$ cat src/design/soc_pkg.sv
`default_nettype none

package soc_pkg;

	typedef logic [7:0]  byte_t;   // One UART character
	typedef logic [31:0] word_t;
	typedef logic [31:0] addr_t;   // Byte address
	typedef logic [3:0]  mask_t;   // Bit i enables byte i
	typedef logic [71:0] msg_t;    // Up to nine bytes, byte 0 lowest
	typedef logic [3:0]  msg_len_t;

	// Request code per memory port
	typedef enum logic [1:0]
	{
		op_idle  = 2'd0,
		op_read  = 2'd1,
		op_write = 2'd2
	} mem_op_t;

	localparam byte_t req_read       = 8'h00;
	localparam byte_t req_write_base = 8'h80; // Mask goes in the low nibble

	localparam msg_len_t read_req_len   = 4'd5;
	localparam msg_len_t write_req_len  = 4'd9;
	localparam msg_len_t read_reply_len = 4'd4;

endpackage

`default_nettype wire

$ cat src/design/uart_link.sv
`default_nettype none

module uart_link
	import soc_pkg::*;
#(
	parameter int SAMPLE_INTERVAL = 16
)
(
	input  logic  clk,
	input  logic  rst,
	input  logic  tx_start,
	input  byte_t tx_byte,
	output logic  tx_idle,
	output logic  rx_valid,
	output byte_t rx_byte,
	output logic  tx,
	input  logic  rx
);

	localparam int CW = $clog2(SAMPLE_INTERVAL + 1);
	localparam logic [CW-1:0] bit_last  = CW'(SAMPLE_INTERVAL - 1);
	localparam logic [CW-1:0] half_last = CW'(SAMPLE_INTERVAL / 2 - 1);

	typedef enum logic [1:0] {rs_idle, rs_start, rs_data, rs_stop} rx_state_t;

	logic [9:0]    tx_shift;   // Stop, data, start
	logic [CW-1:0] tx_timer;
	logic [3:0]    tx_count;
	logic          tx_busy;

	logic [1:0]    rx_sync;
	rx_state_t     rx_state;
	logic [CW-1:0] rx_timer;
	logic [2:0]    rx_count;
	byte_t         rx_shift;

	assign tx      = tx_shift[0];
	assign tx_idle = !tx_busy;
	assign rx_byte = rx_shift;

	always_ff @(posedge clk or posedge rst)
	begin
		if (rst)
		begin
			tx_shift <= '1;            // Line idles high
			tx_timer <= '0;
			tx_count <= '0;
			tx_busy  <= 1'b0;
		end
		else if (!tx_busy)
		begin
			if (tx_start)
			begin
				tx_shift <= {1'b1, tx_byte, 1'b0};
				tx_timer <= '0;
				tx_count <= '0;
				tx_busy  <= 1'b1;
			end
		end
		else if (tx_timer == bit_last)
		begin
			tx_timer <= '0;
			tx_shift <= {1'b1, tx_shift[9:1]};
			tx_count <= tx_count + 4'd1;
			if (tx_count == 4'd9)
				tx_busy <= 1'b0;       // End of stop bit
		end
		else
			tx_timer <= tx_timer + 1'b1;
	end

	always_ff @(posedge clk or posedge rst)
	begin
		if (rst)
		begin
			rx_sync  <= 2'b11;
			rx_state <= rs_idle;
			rx_timer <= '0;
			rx_count <= '0;
			rx_valid <= 1'b0;
		end
		else
		begin
			rx_sync  <= {rx_sync[0], rx};
			rx_valid <= 1'b0;
			case (rx_state)
				rs_idle:
				begin
					rx_timer <= '0;
					if (!rx_sync[1])
						rx_state <= rs_start;  // Falling edge of start bit
				end
				rs_start:
				begin
					if (rx_timer == half_last)
					begin
						rx_timer <= '0;
						rx_count <= '0;
						rx_state <= rx_sync[1] ? rs_idle : rs_data; // Glitch check
					end
					else
						rx_timer <= rx_timer + 1'b1;
				end
				rs_data:
				begin
					if (rx_timer == bit_last)
					begin
						rx_timer <= '0;
						rx_count <= rx_count + 3'd1;
						if (rx_count == 3'd7)
							rx_state <= rs_stop;
					end
					else
						rx_timer <= rx_timer + 1'b1;
				end
				default:
				begin
					if (rx_timer == bit_last)
					begin
						rx_timer <= '0;
						rx_state <= rs_idle;
						rx_valid <= rx_sync[1];  // Low stop bit drops the frame
					end
					else
						rx_timer <= rx_timer + 1'b1;
				end
			endcase
		end
	end

	always_ff @(posedge clk)
	begin
		if (rx_state == rs_data && rx_timer == bit_last)
			rx_shift <= {rx_sync[1], rx_shift[7:1]}; // LSB first
	end

	// The framer must wait for the transmitter
	a_tx_start_idle: assert property (@(posedge clk) disable iff (rst)
		tx_start |-> tx_idle);

endmodule

`default_nettype wire

$ cat src/design/msg_framer.sv
`default_nettype none

module msg_framer
	import soc_pkg::*;
(
	input  logic     clk,
	input  logic     rst,
	input  logic     msg_send,
	input  msg_t     send_msg,
	input  msg_len_t send_len,
	output logic     send_ready,
	output logic     recv_valid,
	output msg_t     recv_msg,
	output msg_len_t recv_len,
	output logic     tx_start,
	output byte_t    tx_byte,
	input  logic     tx_idle,
	input  logic     rx_valid,
	input  byte_t    rx_byte
);

	typedef enum logic [1:0] {ts_idle, ts_len, ts_payload} send_state_t;
	typedef enum logic {rcv_len, rcv_data} recv_state_t;

	send_state_t send_state;
	msg_t        tx_msg;
	msg_len_t    tx_left;      // Length byte, then bytes still to go

	recv_state_t recv_state;
	msg_t        rx_buf;
	msg_len_t    rx_len;
	msg_len_t    rx_idx;

	assign send_ready = (send_state == ts_idle) && tx_idle;
	assign tx_start   = (send_state != ts_idle) && tx_idle;
	assign tx_byte    = (send_state == ts_len) ? byte_t'(tx_left) : tx_msg[7:0];
	assign recv_msg   = rx_buf;

	always_ff @(posedge clk or posedge rst)
	begin
		if (rst)
		begin
			send_state <= ts_idle;
			tx_left    <= '0;
		end
		else
		begin
			case (send_state)
				ts_idle:
				begin
					if (msg_send)
					begin
						tx_left    <= send_len;
						send_state <= ts_len;
					end
				end
				ts_len:
				begin
					if (tx_idle)
						send_state <= (tx_left == '0) ? ts_idle : ts_payload;
				end
				default:
				begin
					if (tx_idle)
					begin
						tx_left <= tx_left - 4'd1;
						if (tx_left == 4'd1)
							send_state <= ts_idle;
					end
				end
			endcase
		end
	end

	always_ff @(posedge clk)
	begin
		if (send_state == ts_idle && msg_send)
			tx_msg <= send_msg;
		else if (send_state == ts_payload && tx_idle)
			tx_msg <= tx_msg >> 8;         // Next byte to the bottom
	end

	always_ff @(posedge clk or posedge rst)
	begin
		if (rst)
		begin
			recv_state <= rcv_len;
			rx_len     <= '0;
			rx_idx     <= '0;
			recv_valid <= 1'b0;
			recv_len   <= '0;
		end
		else
		begin
			recv_valid <= 1'b0;
			if (rx_valid)
			begin
				if (recv_state == rcv_len)
				begin
					rx_len <= msg_len_t'(rx_byte);
					rx_idx <= '0;
					if (msg_len_t'(rx_byte) == '0)
					begin
						recv_valid <= 1'b1;   // Empty message
						recv_len   <= '0;
					end
					else
						recv_state <= rcv_data;
				end
				else
				begin
					rx_idx <= rx_idx + 4'd1;
					if (rx_idx == rx_len - 4'd1)
					begin
						recv_valid <= 1'b1;
						recv_len   <= rx_len;
						recv_state <= rcv_len;
					end
				end
			end
		end
	end

	always_ff @(posedge clk)
	begin
		if (rx_valid)
		begin
			if (recv_state == rcv_len)
				rx_buf <= '0;
			else
				rx_buf[rx_idx*8 +: 8] <= rx_byte;
		end
	end

	// Host never sends more than a full message
	a_recv_len_max: assert property (@(posedge clk) disable iff (rst)
		recv_valid |-> recv_len <= 4'd9);

endmodule

`default_nettype wire

$ cat src/design/mem_bridge.sv
`default_nettype none

module mem_bridge
	import soc_pkg::*;
(
	input  logic           clk,
	input  logic           rst,
	input  mem_op_t  [1:0] mem_op,
	input  addr_t    [1:0] mem_addr,
	input  word_t    [1:0] mem_w_data,
	input  mask_t    [1:0] mem_w_mask,
	output word_t    [1:0] mem_r_data,
	output logic     [1:0] mem_busy,
	output logic     [1:0] mem_done,
	output logic           msg_send,
	output msg_t           send_msg,
	output msg_len_t       send_len,
	input  logic           send_ready,
	input  logic           recv_valid,
	input  msg_t           recv_msg,
	input  msg_len_t       recv_len
);

	typedef enum logic [2:0]
	{
		b_idle,
		b_send,
		b_wait_send,
		b_wait_reply,
		b_finish
	} bridge_state_t;

	bridge_state_t state;
	logic          cur_port;     // Port being served
	logic          cur_write;
	logic          reply_ok;

	assign cur_write = (mem_op[cur_port] == op_write);
	assign reply_ok  = recv_valid && (recv_len == read_reply_len);
	assign msg_send  = (state == b_send) && send_ready;

	// Request stays held, so build from the live port signals
	always_comb
	begin
		if (cur_write)
		begin
			send_msg = {mem_w_data[cur_port], mem_addr[cur_port],
				req_write_base | byte_t'(mem_w_mask[cur_port])};
			send_len = write_req_len;
		end
		else
		begin
			send_msg = {32'h0, mem_addr[cur_port], req_read};
			send_len = read_req_len;
		end
	end

	always_comb
	begin
		for (int p = 0; p < 2; p++)
		begin
			mem_done[p] = (state == b_finish) && (cur_port == 1'(p));
			mem_busy[p] = (mem_op[p] != op_idle) &&
				((state == b_idle) ? (p == 1 && mem_op[0] != op_idle)
				                   : (cur_port != 1'(p)));
		end
	end

	always_ff @(posedge clk or posedge rst)
	begin
		if (rst)
		begin
			state    <= b_idle;
			cur_port <= 1'b0;
		end
		else
		begin
			case (state)
				b_idle:
				begin
					if (mem_op[0] != op_idle)
					begin
						cur_port <= 1'b0;      // Port 0 has priority
						state    <= b_send;
					end
					else if (mem_op[1] != op_idle)
					begin
						cur_port <= 1'b1;
						state    <= b_send;
					end
				end
				b_send:
				begin
					if (send_ready)
						state <= cur_write ? b_finish : b_wait_send;
				end
				b_wait_send:
				begin
					if (send_ready)
						state <= b_wait_reply;  // Request fully on the line
				end
				b_wait_reply:
				begin
					if (reply_ok)
						state <= b_finish;
				end
				default:
					state <= b_idle;
			endcase
		end
	end

	always_ff @(posedge clk)
	begin
		if (state == b_wait_reply && reply_ok)
			mem_r_data[cur_port] <= recv_msg[31:0];
	end

	// Served request held until its mem_done
	a_req_held: assert property (@(posedge clk) disable iff (rst)
		(state != b_idle) |-> (mem_op[cur_port] != op_idle));

	// Replies only for an outstanding read
	a_reply_expected: assert property (@(posedge clk) disable iff (rst)
		recv_valid |-> (state == b_wait_reply));

endmodule

`default_nettype wire

$ cat src/design/uart_mem_top.sv
`default_nettype none

module uart_mem_top
	import soc_pkg::*;
#(
	parameter int SAMPLE_INTERVAL = 16
)
(
	input  logic           clk,
	input  logic           button,
	output logic           tx,
	input  logic           rx,
	input  mem_op_t  [1:0] mem_op,
	input  addr_t    [1:0] mem_addr,
	input  word_t    [1:0] mem_w_data,
	input  mask_t    [1:0] mem_w_mask,
	output word_t    [1:0] mem_r_data,
	output logic     [1:0] mem_busy,
	output logic     [1:0] mem_done
);

	logic     rst;
	logic     rst_delay;

	logic     tx_start;
	byte_t    tx_byte;
	logic     tx_idle;
	logic     rx_valid;
	byte_t    rx_byte;

	logic     msg_send;
	msg_t     send_msg;
	msg_len_t send_len;
	logic     send_ready;
	logic     recv_valid;
	msg_t     recv_msg;
	msg_len_t recv_len;

	// Button sets at once, release comes two clocks later
	always_ff @(posedge clk or posedge button)
	begin
		if (button)
		begin
			rst       <= 1'b1;
			rst_delay <= 1'b1;
		end
		else
		begin
			rst_delay <= 1'b0;
			rst       <= rst_delay;
		end
	end

	uart_link #(.SAMPLE_INTERVAL(SAMPLE_INTERVAL)) uart0
	(
		.clk      (clk),
		.rst      (rst),
		.tx_start (tx_start),
		.tx_byte  (tx_byte),
		.tx_idle  (tx_idle),
		.rx_valid (rx_valid),
		.rx_byte  (rx_byte),
		.tx       (tx),
		.rx       (rx)
	);

	msg_framer framer0
	(
		.clk        (clk),
		.rst        (rst),
		.msg_send   (msg_send),
		.send_msg   (send_msg),
		.send_len   (send_len),
		.send_ready (send_ready),
		.recv_valid (recv_valid),
		.recv_msg   (recv_msg),
		.recv_len   (recv_len),
		.tx_start   (tx_start),
		.tx_byte    (tx_byte),
		.tx_idle    (tx_idle),
		.rx_valid   (rx_valid),
		.rx_byte    (rx_byte)
	);

	mem_bridge bridge0
	(
		.clk        (clk),
		.rst        (rst),
		.mem_op     (mem_op),
		.mem_addr   (mem_addr),
		.mem_w_data (mem_w_data),
		.mem_w_mask (mem_w_mask),
		.mem_r_data (mem_r_data),
		.mem_busy   (mem_busy),
		.mem_done   (mem_done),
		.msg_send   (msg_send),
		.send_msg   (send_msg),
		.send_len   (send_len),
		.send_ready (send_ready),
		.recv_valid (recv_valid),
		.recv_msg   (recv_msg),
		.recv_len   (recv_len)
	);

endmodule

`default_nettype wire

$ cat config.mk
export PLATFORM = sky130hd
export DESIGN_NAME = uart_mem_top
export DESIGN_NICKNAME = d
export VERILOG_FILES = /design/src/design/soc_pkg.sv /design/src/design/uart_link.sv /design/src/design/msg_framer.sv /design/src/design/mem_bridge.sv /design/src/design/uart_mem_top.sv
export SDC_FILE = /design/constraint.sdc
export NUM_CORES = 1
export LEC_CHECK = 0
export BUFFER_PORTS_ARGS = -buffer_cell sky130_fd_sc_hd__buf_2
export CELL_PAD_IN_SITES_DETAIL_PLACEMENT = 0
export CELL_PAD_IN_SITES_GLOBAL_PLACEMENT = 1
export CORE_ASPECT_RATIO = 1.4
export CORE_MARGIN = 5
export CORE_UTILIZATION = 40
export CTS_CLUSTER_SIZE = 8
export DETAILED_ROUTE_END_ITERATION = 6
export GPL_TIMING_DRIVEN = 0
export PLACE_DENSITY = 0.87
export SLEW_MARGIN = 20
export SYNTH_ARGS = -nofsm -noshare
export SYNTH_HDL_FRONTEND = slang
export SYNTH_SLANG_ARGS = --single-unit
$ cat constraint.sdc
create_clock -name clk -period 1.75 [get_ports clk]
set_input_delay 0.175 -clock clk [delete_from_list [all_inputs] [get_ports clk]]
set_output_delay 0.175 -clock clk [all_outputs]
set_load 0.05 [all_outputs]
==> run_results.csv, run 1 <==
group,metric,value,unit
outcome,outcome,"finished, violations left",
outcome,violations,"negative setup slack",
routing,drt_wl_total,26100,um
clocking,cts_buffer_depth,3,
cells_and_area,finish.utilization,57.4,%
worst_setup_path,path_max_fanout,4,
routing,drtIter0Drc,317,
cells_and_area,design_area,14500,um2
logic_synthesis,syn_nets,949,
logic_synthesis,seq_area_frac_synth,66.4,%
logic_synthesis,yosysTopAreaCell,"edfxtp_1",
die,start_util,40.4,%
sta,worstMarginPinSlew,602,ps
global_route,grt_pass1_vias,7835,
clocking,clk_pin_slew,50,ps
routing,routedWlPerCell,17.7,um
clocking,cts_tree,"built",
die,dieArea,28800,um2
global_route,overflow,0,
placed_design,io_buffers,211,
logic_synthesis,synth_edf_count,176,
worst_setup_path,cp-start-kind,"flip-flop",
job,maxCapViolations,0,
routing,dr.pass1.iters,5,
cells_and_area,fillCellCount,1961,
placed_design,dpl.hpwl,17500,um
logic_synthesis,postSynth.asyncResetShare,24.8,%
worst_setup_path,r2r_cells,6,
sta,grt_setup_unrepaired,"true",
sta,layout_setup_ws,-398,ps
cells_and_area,layout-drive-gt1-share,38.7,%
pwr,ir_drop,0.764,mV
sta,skew,17.8,ps
cells_and_area,area_growth,42.3,%
logic_synthesis,synth.top_cells.by_area,"edfxtp_1 52%, dfrtp_1 11%, mux2i_1 11%, o21ai_0 4.3%, nand2_1 3.7%",
die,core,25200,um2
sta,fmax,0.466,GHz
cells_and_area,final_nets,1290,
logic_synthesis,synth-main-ff-cell,"edfxtp_1",
logic_synthesis,syn-mean-instance-area,12.9,um2
sta,layout_worst_path_cycle_share,123,%
logic_synthesis,ys_types,53,
routing,drc_errors,0,
logic_synthesis,synthTopCellsByCount,"176 x edfxtp_1, 108 x mux2i_1, 99 x nand2_1, 88 x o21ai_0, 64 x nor2_1",
global_route,grt_pass1_wl,39500,um
logic_synthesis,yosysWarnings,0,
global_route,antenna_found_initial,0,
logic_synthesis,syn_area,10200,um2
die,die-width,145,um
worst_setup_path,end_kind,"flip-flop",
placed_design,gp_congestion,0.774,
pwr,power,0.0134,W
worst_setup_path,crit_start,"framer0.rx_idx[1]",
sta,relSlewSlack,59.5,%
routing,via_count,7439,
clocking,cts_htree_levels,2,
pwr,leakagePower,6.56,nW
worst_setup_path,arrival,2360,ps
worst_setup_path,r2r_slack,-400,ps
sta,hold_viol,0,
worst_setup_path,rr_endpoint,"framer0.recv_msg[3]",
logic_synthesis,synth_top_area_share,51.9,%
pwr,power.density,927,nW/um2
clocking,cts_buffers,35,
logic_synthesis,yosysMostFrequentCell,"edfxtp_1",
placed_design,dpl-instance-area,12000,um2
worst_setup_path,critPathKind,"flip-flop to flip-flop",
clocking,clk_latency,490,ps
die,die_h,199,um
die,ios,212,
min_path,hp-class,"input port to flip-flop",
sta,drv_slew,0,
global_route,grt_max_degree,52,
global_route,grt_usage,17.3,%
clocking,root_buffer,"clkbuf_16",
clocking,cts_sinks,234,
logic_synthesis,synth-seq-cells,234,
logic_synthesis,netlist_instances,792,
worst_setup_path,crit_path_end,"framer0.recv_msg[3]",
routing,postRouteAntennaNets,0,
cells_and_area,diodes,0,
routing,avgViaCountPerCell,5.04,
sta,finalSetupViolations,117,
sta,fin_crit,2150,ps
die,rows,69,
worst_setup_path,required,1960,ps
worst_setup_path,timing.rr.start,"framer0.rx_idx[1]",
==> worst min path at each step <==
| stage | start | cells past startpoint | end |
|---|---|---|---|
| floorplan | button | 1 | rst |
| global placement | button | 2 | rst |
| detailed placement | rst | 1 | uart0.rx_timer[4] |
| CTS | mem_w_data[29] | 3 | framer0.tx_msg[69] |
| global route | mem_w_data[26] | 3 | framer0.tx_msg[66] |
| finish | mem_w_data[29] | 3 | framer0.tx_msg[69] |
==> layout by cell type, fill, tap and decap left out, types with 5 or more instances in the layout <==
cell	netlist	final
mux2i_1	108	107
xnor2_1	7	6
buf_4	0	39
o21ai_0	88	70
buf_6	1	31
clkbuf_16	0	45
buf_2	2	208
buf_8	0	14
dfstp_2	13	13
nand2_1	99	93
clkbuf_8	0	5
clkbuf_2	0	6
nor3b_1	6	5
clkbuf_1	31	28
dlygate4sd3_1	0	7
inv_1	25	19
nor2_1	64	62
ha_1	14	9
nor3_4	0	7
dfrtp_1	45	41
nand3_1	17	15
o21ai_1	0	14
mux2_2	6	6
a21oi_1	11	9
edfxtp_1	176	176
buf_12	0	13
==> per-layer routing <==
| metal | vias to the layer above | global-route usage, % | part of all wire (%) |
|---|---|---|---|
| met1 | 3543 | 19.0 | 36 |
| met3 | 40 | 3.46 | 6.7 |
| met4 | 0 | 4.80 | 1.8 |
| li1 | 3569 | - | - |
| met5 | - | 0 | 0 |
| met2 | 287 | 33.4 | 56 |
==> logic make-up after synthesis <==
logic type | Yosys count | share of synthesized area [%]
adders and majority gates | 14 | 1.72
other | 1 | 0.0368
xor gates and xnor gates | 11 | 0.947
and+or+nand+nor | 230 | 10.4
buffers and inverters | 65 | 2.50
muxes | 114 | 11.3
AOI/OAI and AO/OA | 123 | 6.81
DFF | 234 | 66.4
==> critical path, stage by stage, from the launching register on <==
cell	delay, ps
dfrtp_2	440
buf_6	130
or4_4	540
nor4_4	300
clkbuf_16	230
mux2i_1	170
nor2_1	60
==> power by group <==
part	internal, W	total (W)	leakage (nW)	switching, W
Combinational	0.000613	0.00120	3.74	0.000583
Clock	0.00386	0.00613	0.484	0.00227
Sequential	0.00600	0.00609	2.33	0.0000901
Total	0.0105	0.0134	6.56	0.00295
==> state kept, by name (all words and copies together), names as in the netlist, 2 cells and up <==
signal              cells
framer0.rx_idx          4
bridge0.mem_r_data     64
uart0.rx_timer          5
framer0.tx_left         4
uart0.tx_count          4
framer0.recv_len        4
uart0.rx_sync           2
bridge0.state           3
uart0.tx_timer          5
framer0.rx_len          4
uart0.rx_count          3
uart0.rx_byte           8
uart0.rx_state          2
framer0.send_state      2
framer0.tx_msg         72
framer0.recv_msg       32
uart0.tx_shift          9
==> cell type report <==
type / instances / area, um2 / share of cell area, %
repair inverters: 1 / 7.51 / 0.0518
well taps: 319 / 399 / 2.76
repair buffers: 307 / 2320 / 16.0
clock buffers: 61 / 1000 / 6.94
plain buffers: 35 / 334 / 2.31
multi-input cells: 494 / 3540 / 24.4
flip-flops and latches: 234 / 6760 / 46.7
inverters: 25 / 108 / 0.743
clock inverters: 1 / 8.76 / 0.0605
==> stage by stage <==
stage / cells / setup WS, ps / hold WS, ps / TNS, ps
final: 1477 / -398 / 14.8 / -16160
after global routing: 1477 / -454 / 27.0 / -25510
after floorplan: 792 / -1180 / 86.5 / -119620
after detailed placement: 1332 / -818 / 138 / -89250
after global placement: 1322 / -1910 / 202 / -283090
after CTS: 1458 / -358 / 1.36 / -13800
==> repair_timing <==
| item | CTS | global route |
|---|---|---|
| hold buffers | 7 | 0 |
| pin swaps | 15 | 29 |
| setup endpoints to repair | 267 | 252 |
| cloned | 6 | 10 |
| hold endpoints to repair | 6 | 0 |
| resized for setup | 92 | 109 |
| buffers inserted | 55 | 21 |
(Power assumes the default switching activity.)
==> run 2, diff against run 1 <==
--- a/config.mk
+++ b/config.mk
@@ -10,11 +10,11 @@
 export CELL_PAD_IN_SITES_GLOBAL_PLACEMENT = 1
 export CORE_ASPECT_RATIO = 1.4
 export CORE_MARGIN = 5
-export CORE_UTILIZATION = 40
+export CORE_UTILIZATION = 47
 export CTS_CLUSTER_SIZE = 8
 export DETAILED_ROUTE_END_ITERATION = 6
 export GPL_TIMING_DRIVEN = 0
-export PLACE_DENSITY = 0.87
+export PLACE_DENSITY = 0.95
 export SLEW_MARGIN = 20
 export SYNTH_ARGS = -nofsm -noshare
 export SYNTH_HDL_FRONTEND = slang
==> constraint.sdc (replaced) <==
create_clock -name clk -period 2.78 [get_ports clk]
set_input_delay 0.278 -clock clk [delete_from_list [all_inputs] [get_ports clk]]
set_output_delay 0.278 -clock clk [all_outputs]
set_load 0.05 [all_outputs]
==> run_results.csv, run 2 (synthesized netlist as in run 1, its figures left out) <==
group,metric,value,unit
outcome,outcome,"finished, final reports clean",
cells_and_area,final_nets,1205,
worst_setup_path,cp-start-kind,"flip-flop",
routing,routedWlPerCell,16.9,um
global_route,grt_pass1_vias,7366,
min_path,hp-class,"input port to flip-flop",
sta,skew,23.3,ps
sta,grt_setup_unrepaired,"false",
worst_setup_path,required,2960,ps
clocking,clk_pin_slew,50,ps
worst_setup_path,slowest_delay,780,ps
worst_setup_path,crit_buf_inv,1,
worst_setup_path,path_cells,"nor4bb_1 -> nand3b_1 -> nor3_4 -> buf_8",
worst_setup_path,rr_endpoint,"bridge0.mem_r_data[42]",
min_path,whs_endpoint,"framer0.tx_msg[65]",
worst_setup_path,timing.rr.start,"framer0.recv_len[3]",
cells_and_area,largest-register,"framer0.tx_msg",
clocking,cts_buffers,35,
min_path,min_delay_path_depth,3,
worst_setup_path,cp_slowest_cell,"nor3_4",
die,core,21300,um2
worst_setup_path,r2r_cells,4,
sta,finalSetupViolations,0,
sta,fmax,0.385,GHz
sta,tns,0,ps
worst_setup_path,path_depth,4,
sta,hold_viol,0,
die,ios,212,
placed_design,dpl-instance-area,11700,um2
routing,drtIter0Drc,421,
placed_design,gp_congestion,0.852,
global_route,overflow,0,
cells_and_area,area_growth,25.9,%
cells_and_area,largest_reg_flops,72,
clocking,post_cts_buffers,0,
routing,via_count,7005,
cells_and_area,layout-drive-gt1-share,28.0,%
sta,layout_worst_path_cycle_share,93.3,%
cells_and_area,final_common_cell,"buf_2",
clocking,cts_htree_levels,2,
job,maxCapViolations,0,
min_path,hold_path.startpoint,"mem_w_data[25]",
clocking,clk_latency,500,ps
global_route,grt_max_degree,51,
routing,drt_wl_total,22600,um
worst_setup_path,critPathKind,"flip-flop to flip-flop",
worst_setup_path,r2r_slack,190,ps
die,die-width,134,um
clocking,cts_buffer_depth,3,
sta,fin_crit,2590,ps
cells_and_area,layout_common_cells,"213 x buf_2, 176 x edfxtp_1, 108 x mux2i_1",
global_route,grt_usage,18.3,%
routing,postRouteAntennaNets,0,
worst_setup_path,cpLargestDelayFamily,"simple AND/OR/NAND/NOR gates",
die,dieArea,24700,um2
routing,avgViaCountPerCell,5.25,
die,die_h,184,um
worst_setup_path,end_kind,"flip-flop",
cells_and_area,diodes,0,
routing,drc_errors,0,
pwr,ir_drop,0.359,mV
clocking,root_buffer,"clkbuf_16",
die,rows,63,
global_route,antenna_found_initial,0,
placed_design,io_buffers,211,
placed_design,dpl.hpwl,16800,um
sta,worstMarginPinSlew,861,ps
sta,relSlewSlack,42.6,%
sta,drv_slew,0,
pwr,power.density,649,nW/um2
clocking,cts_tree,"built",
clocking,cts_sinks,234,
die,start_util,47.8,%
global_route,grt_pass1_wl,36200,um
pwr,leakagePower,5.85,nW
worst_setup_path,arrival,2770,ps
worst_setup_path,path_max_fanout,18,
cells_and_area,design_area,12800,um2
routing,dr.pass1.iters,5,
==> run 2: changes by cell type in the layout (fill, tap and decap cells not counted), sizes merged <==
cell,previous run,this run
clkinv,0,2
clkinvlp,2,0
o22ai,3,2
inv,25,26
dlygate4sd3,7,2
clkbuf,87,91
buf,309,227
==> run 2: cell type report <==
type / count / area (um2)
Timing Repair Buffer: 221 / 1200
Fill cell: 1699 / 8470
Tap cell: 260 / 325
Clock inverter: 3 / 28.8
Inverter: 25 / 96.3
Clock buffer: 61 / 1020
Multi-Input combinational cell: 493 / 3220
Sequential cell: 234 / 6750
Buffer: 38 / 169
==> run 2: worst min-delay path: stages <==
cell	delay [ps]
buf_2	70
mux2i_1	50
nor2_1	70
==> run 2: timing repair <==
action | CTS | global route
setup endpoints to repair | 35 | 6
hold endpoints to repair | 3 | 0
cloned | 0 | 0
gates resized for setup | 1 | 1
hold buffers | 2 | 0
==> run 2: worst max path at each step <==
stage	from	endpoint	slack [ps]
2_1_floorplan	bridge0.cur_port	bridge0.mem_r_data[32]	-200
3_3_place_gp	bridge0.cur_port	bridge0.mem_r_data[34]	-1160
3_5_place_dp	bridge0.cur_port	bridge0.mem_r_data[35]	-240
4_1_cts	bridge0.cur_port	mem_done[1]	110
5_1_grt	framer0.recv_len[3]	bridge0.mem_r_data[0]	50
6_report	framer0.recv_len[3]	bridge0.mem_r_data[42]	190
==> run 2: stage by stage <==
stage                     hold WS [ps]  cells  setup WS, ps  total power [W]  utilization [%]
after detailed placement           140   1271          -239          0.00450             55.2
after global placement             302   1263         -1160          0.00448             54.5
after CTS                         79.0   1336           112          0.00840             60.2
final                             98.2   1335           186          0.00832             60.2
after global routing              96.4   1335          47.6          0.00863             60.2
after floorplan                    190    792          -197          0.00427                -
==> run 2: power breakdown <==
group / internal, W / switching (W) / leakage, nW / total, W
Combinational: 0.000282 / 0.000307 / 3.02 / 0.000589
Clock: 0.00247 / 0.00142 / 0.497 / 0.00389
Sequential: 0.00378 / 0.0000600 / 2.34 / 0.00384
==> run 2: layer usage <==
layer	global-route usage [%]	part of all wire, %	up-vias
li1	-	-	3396
met1	19.6	36	3289
met2	34.4	54	280
met3	3.96	6.6	40
met4	7.91	3.3	0
met5	0	0	-
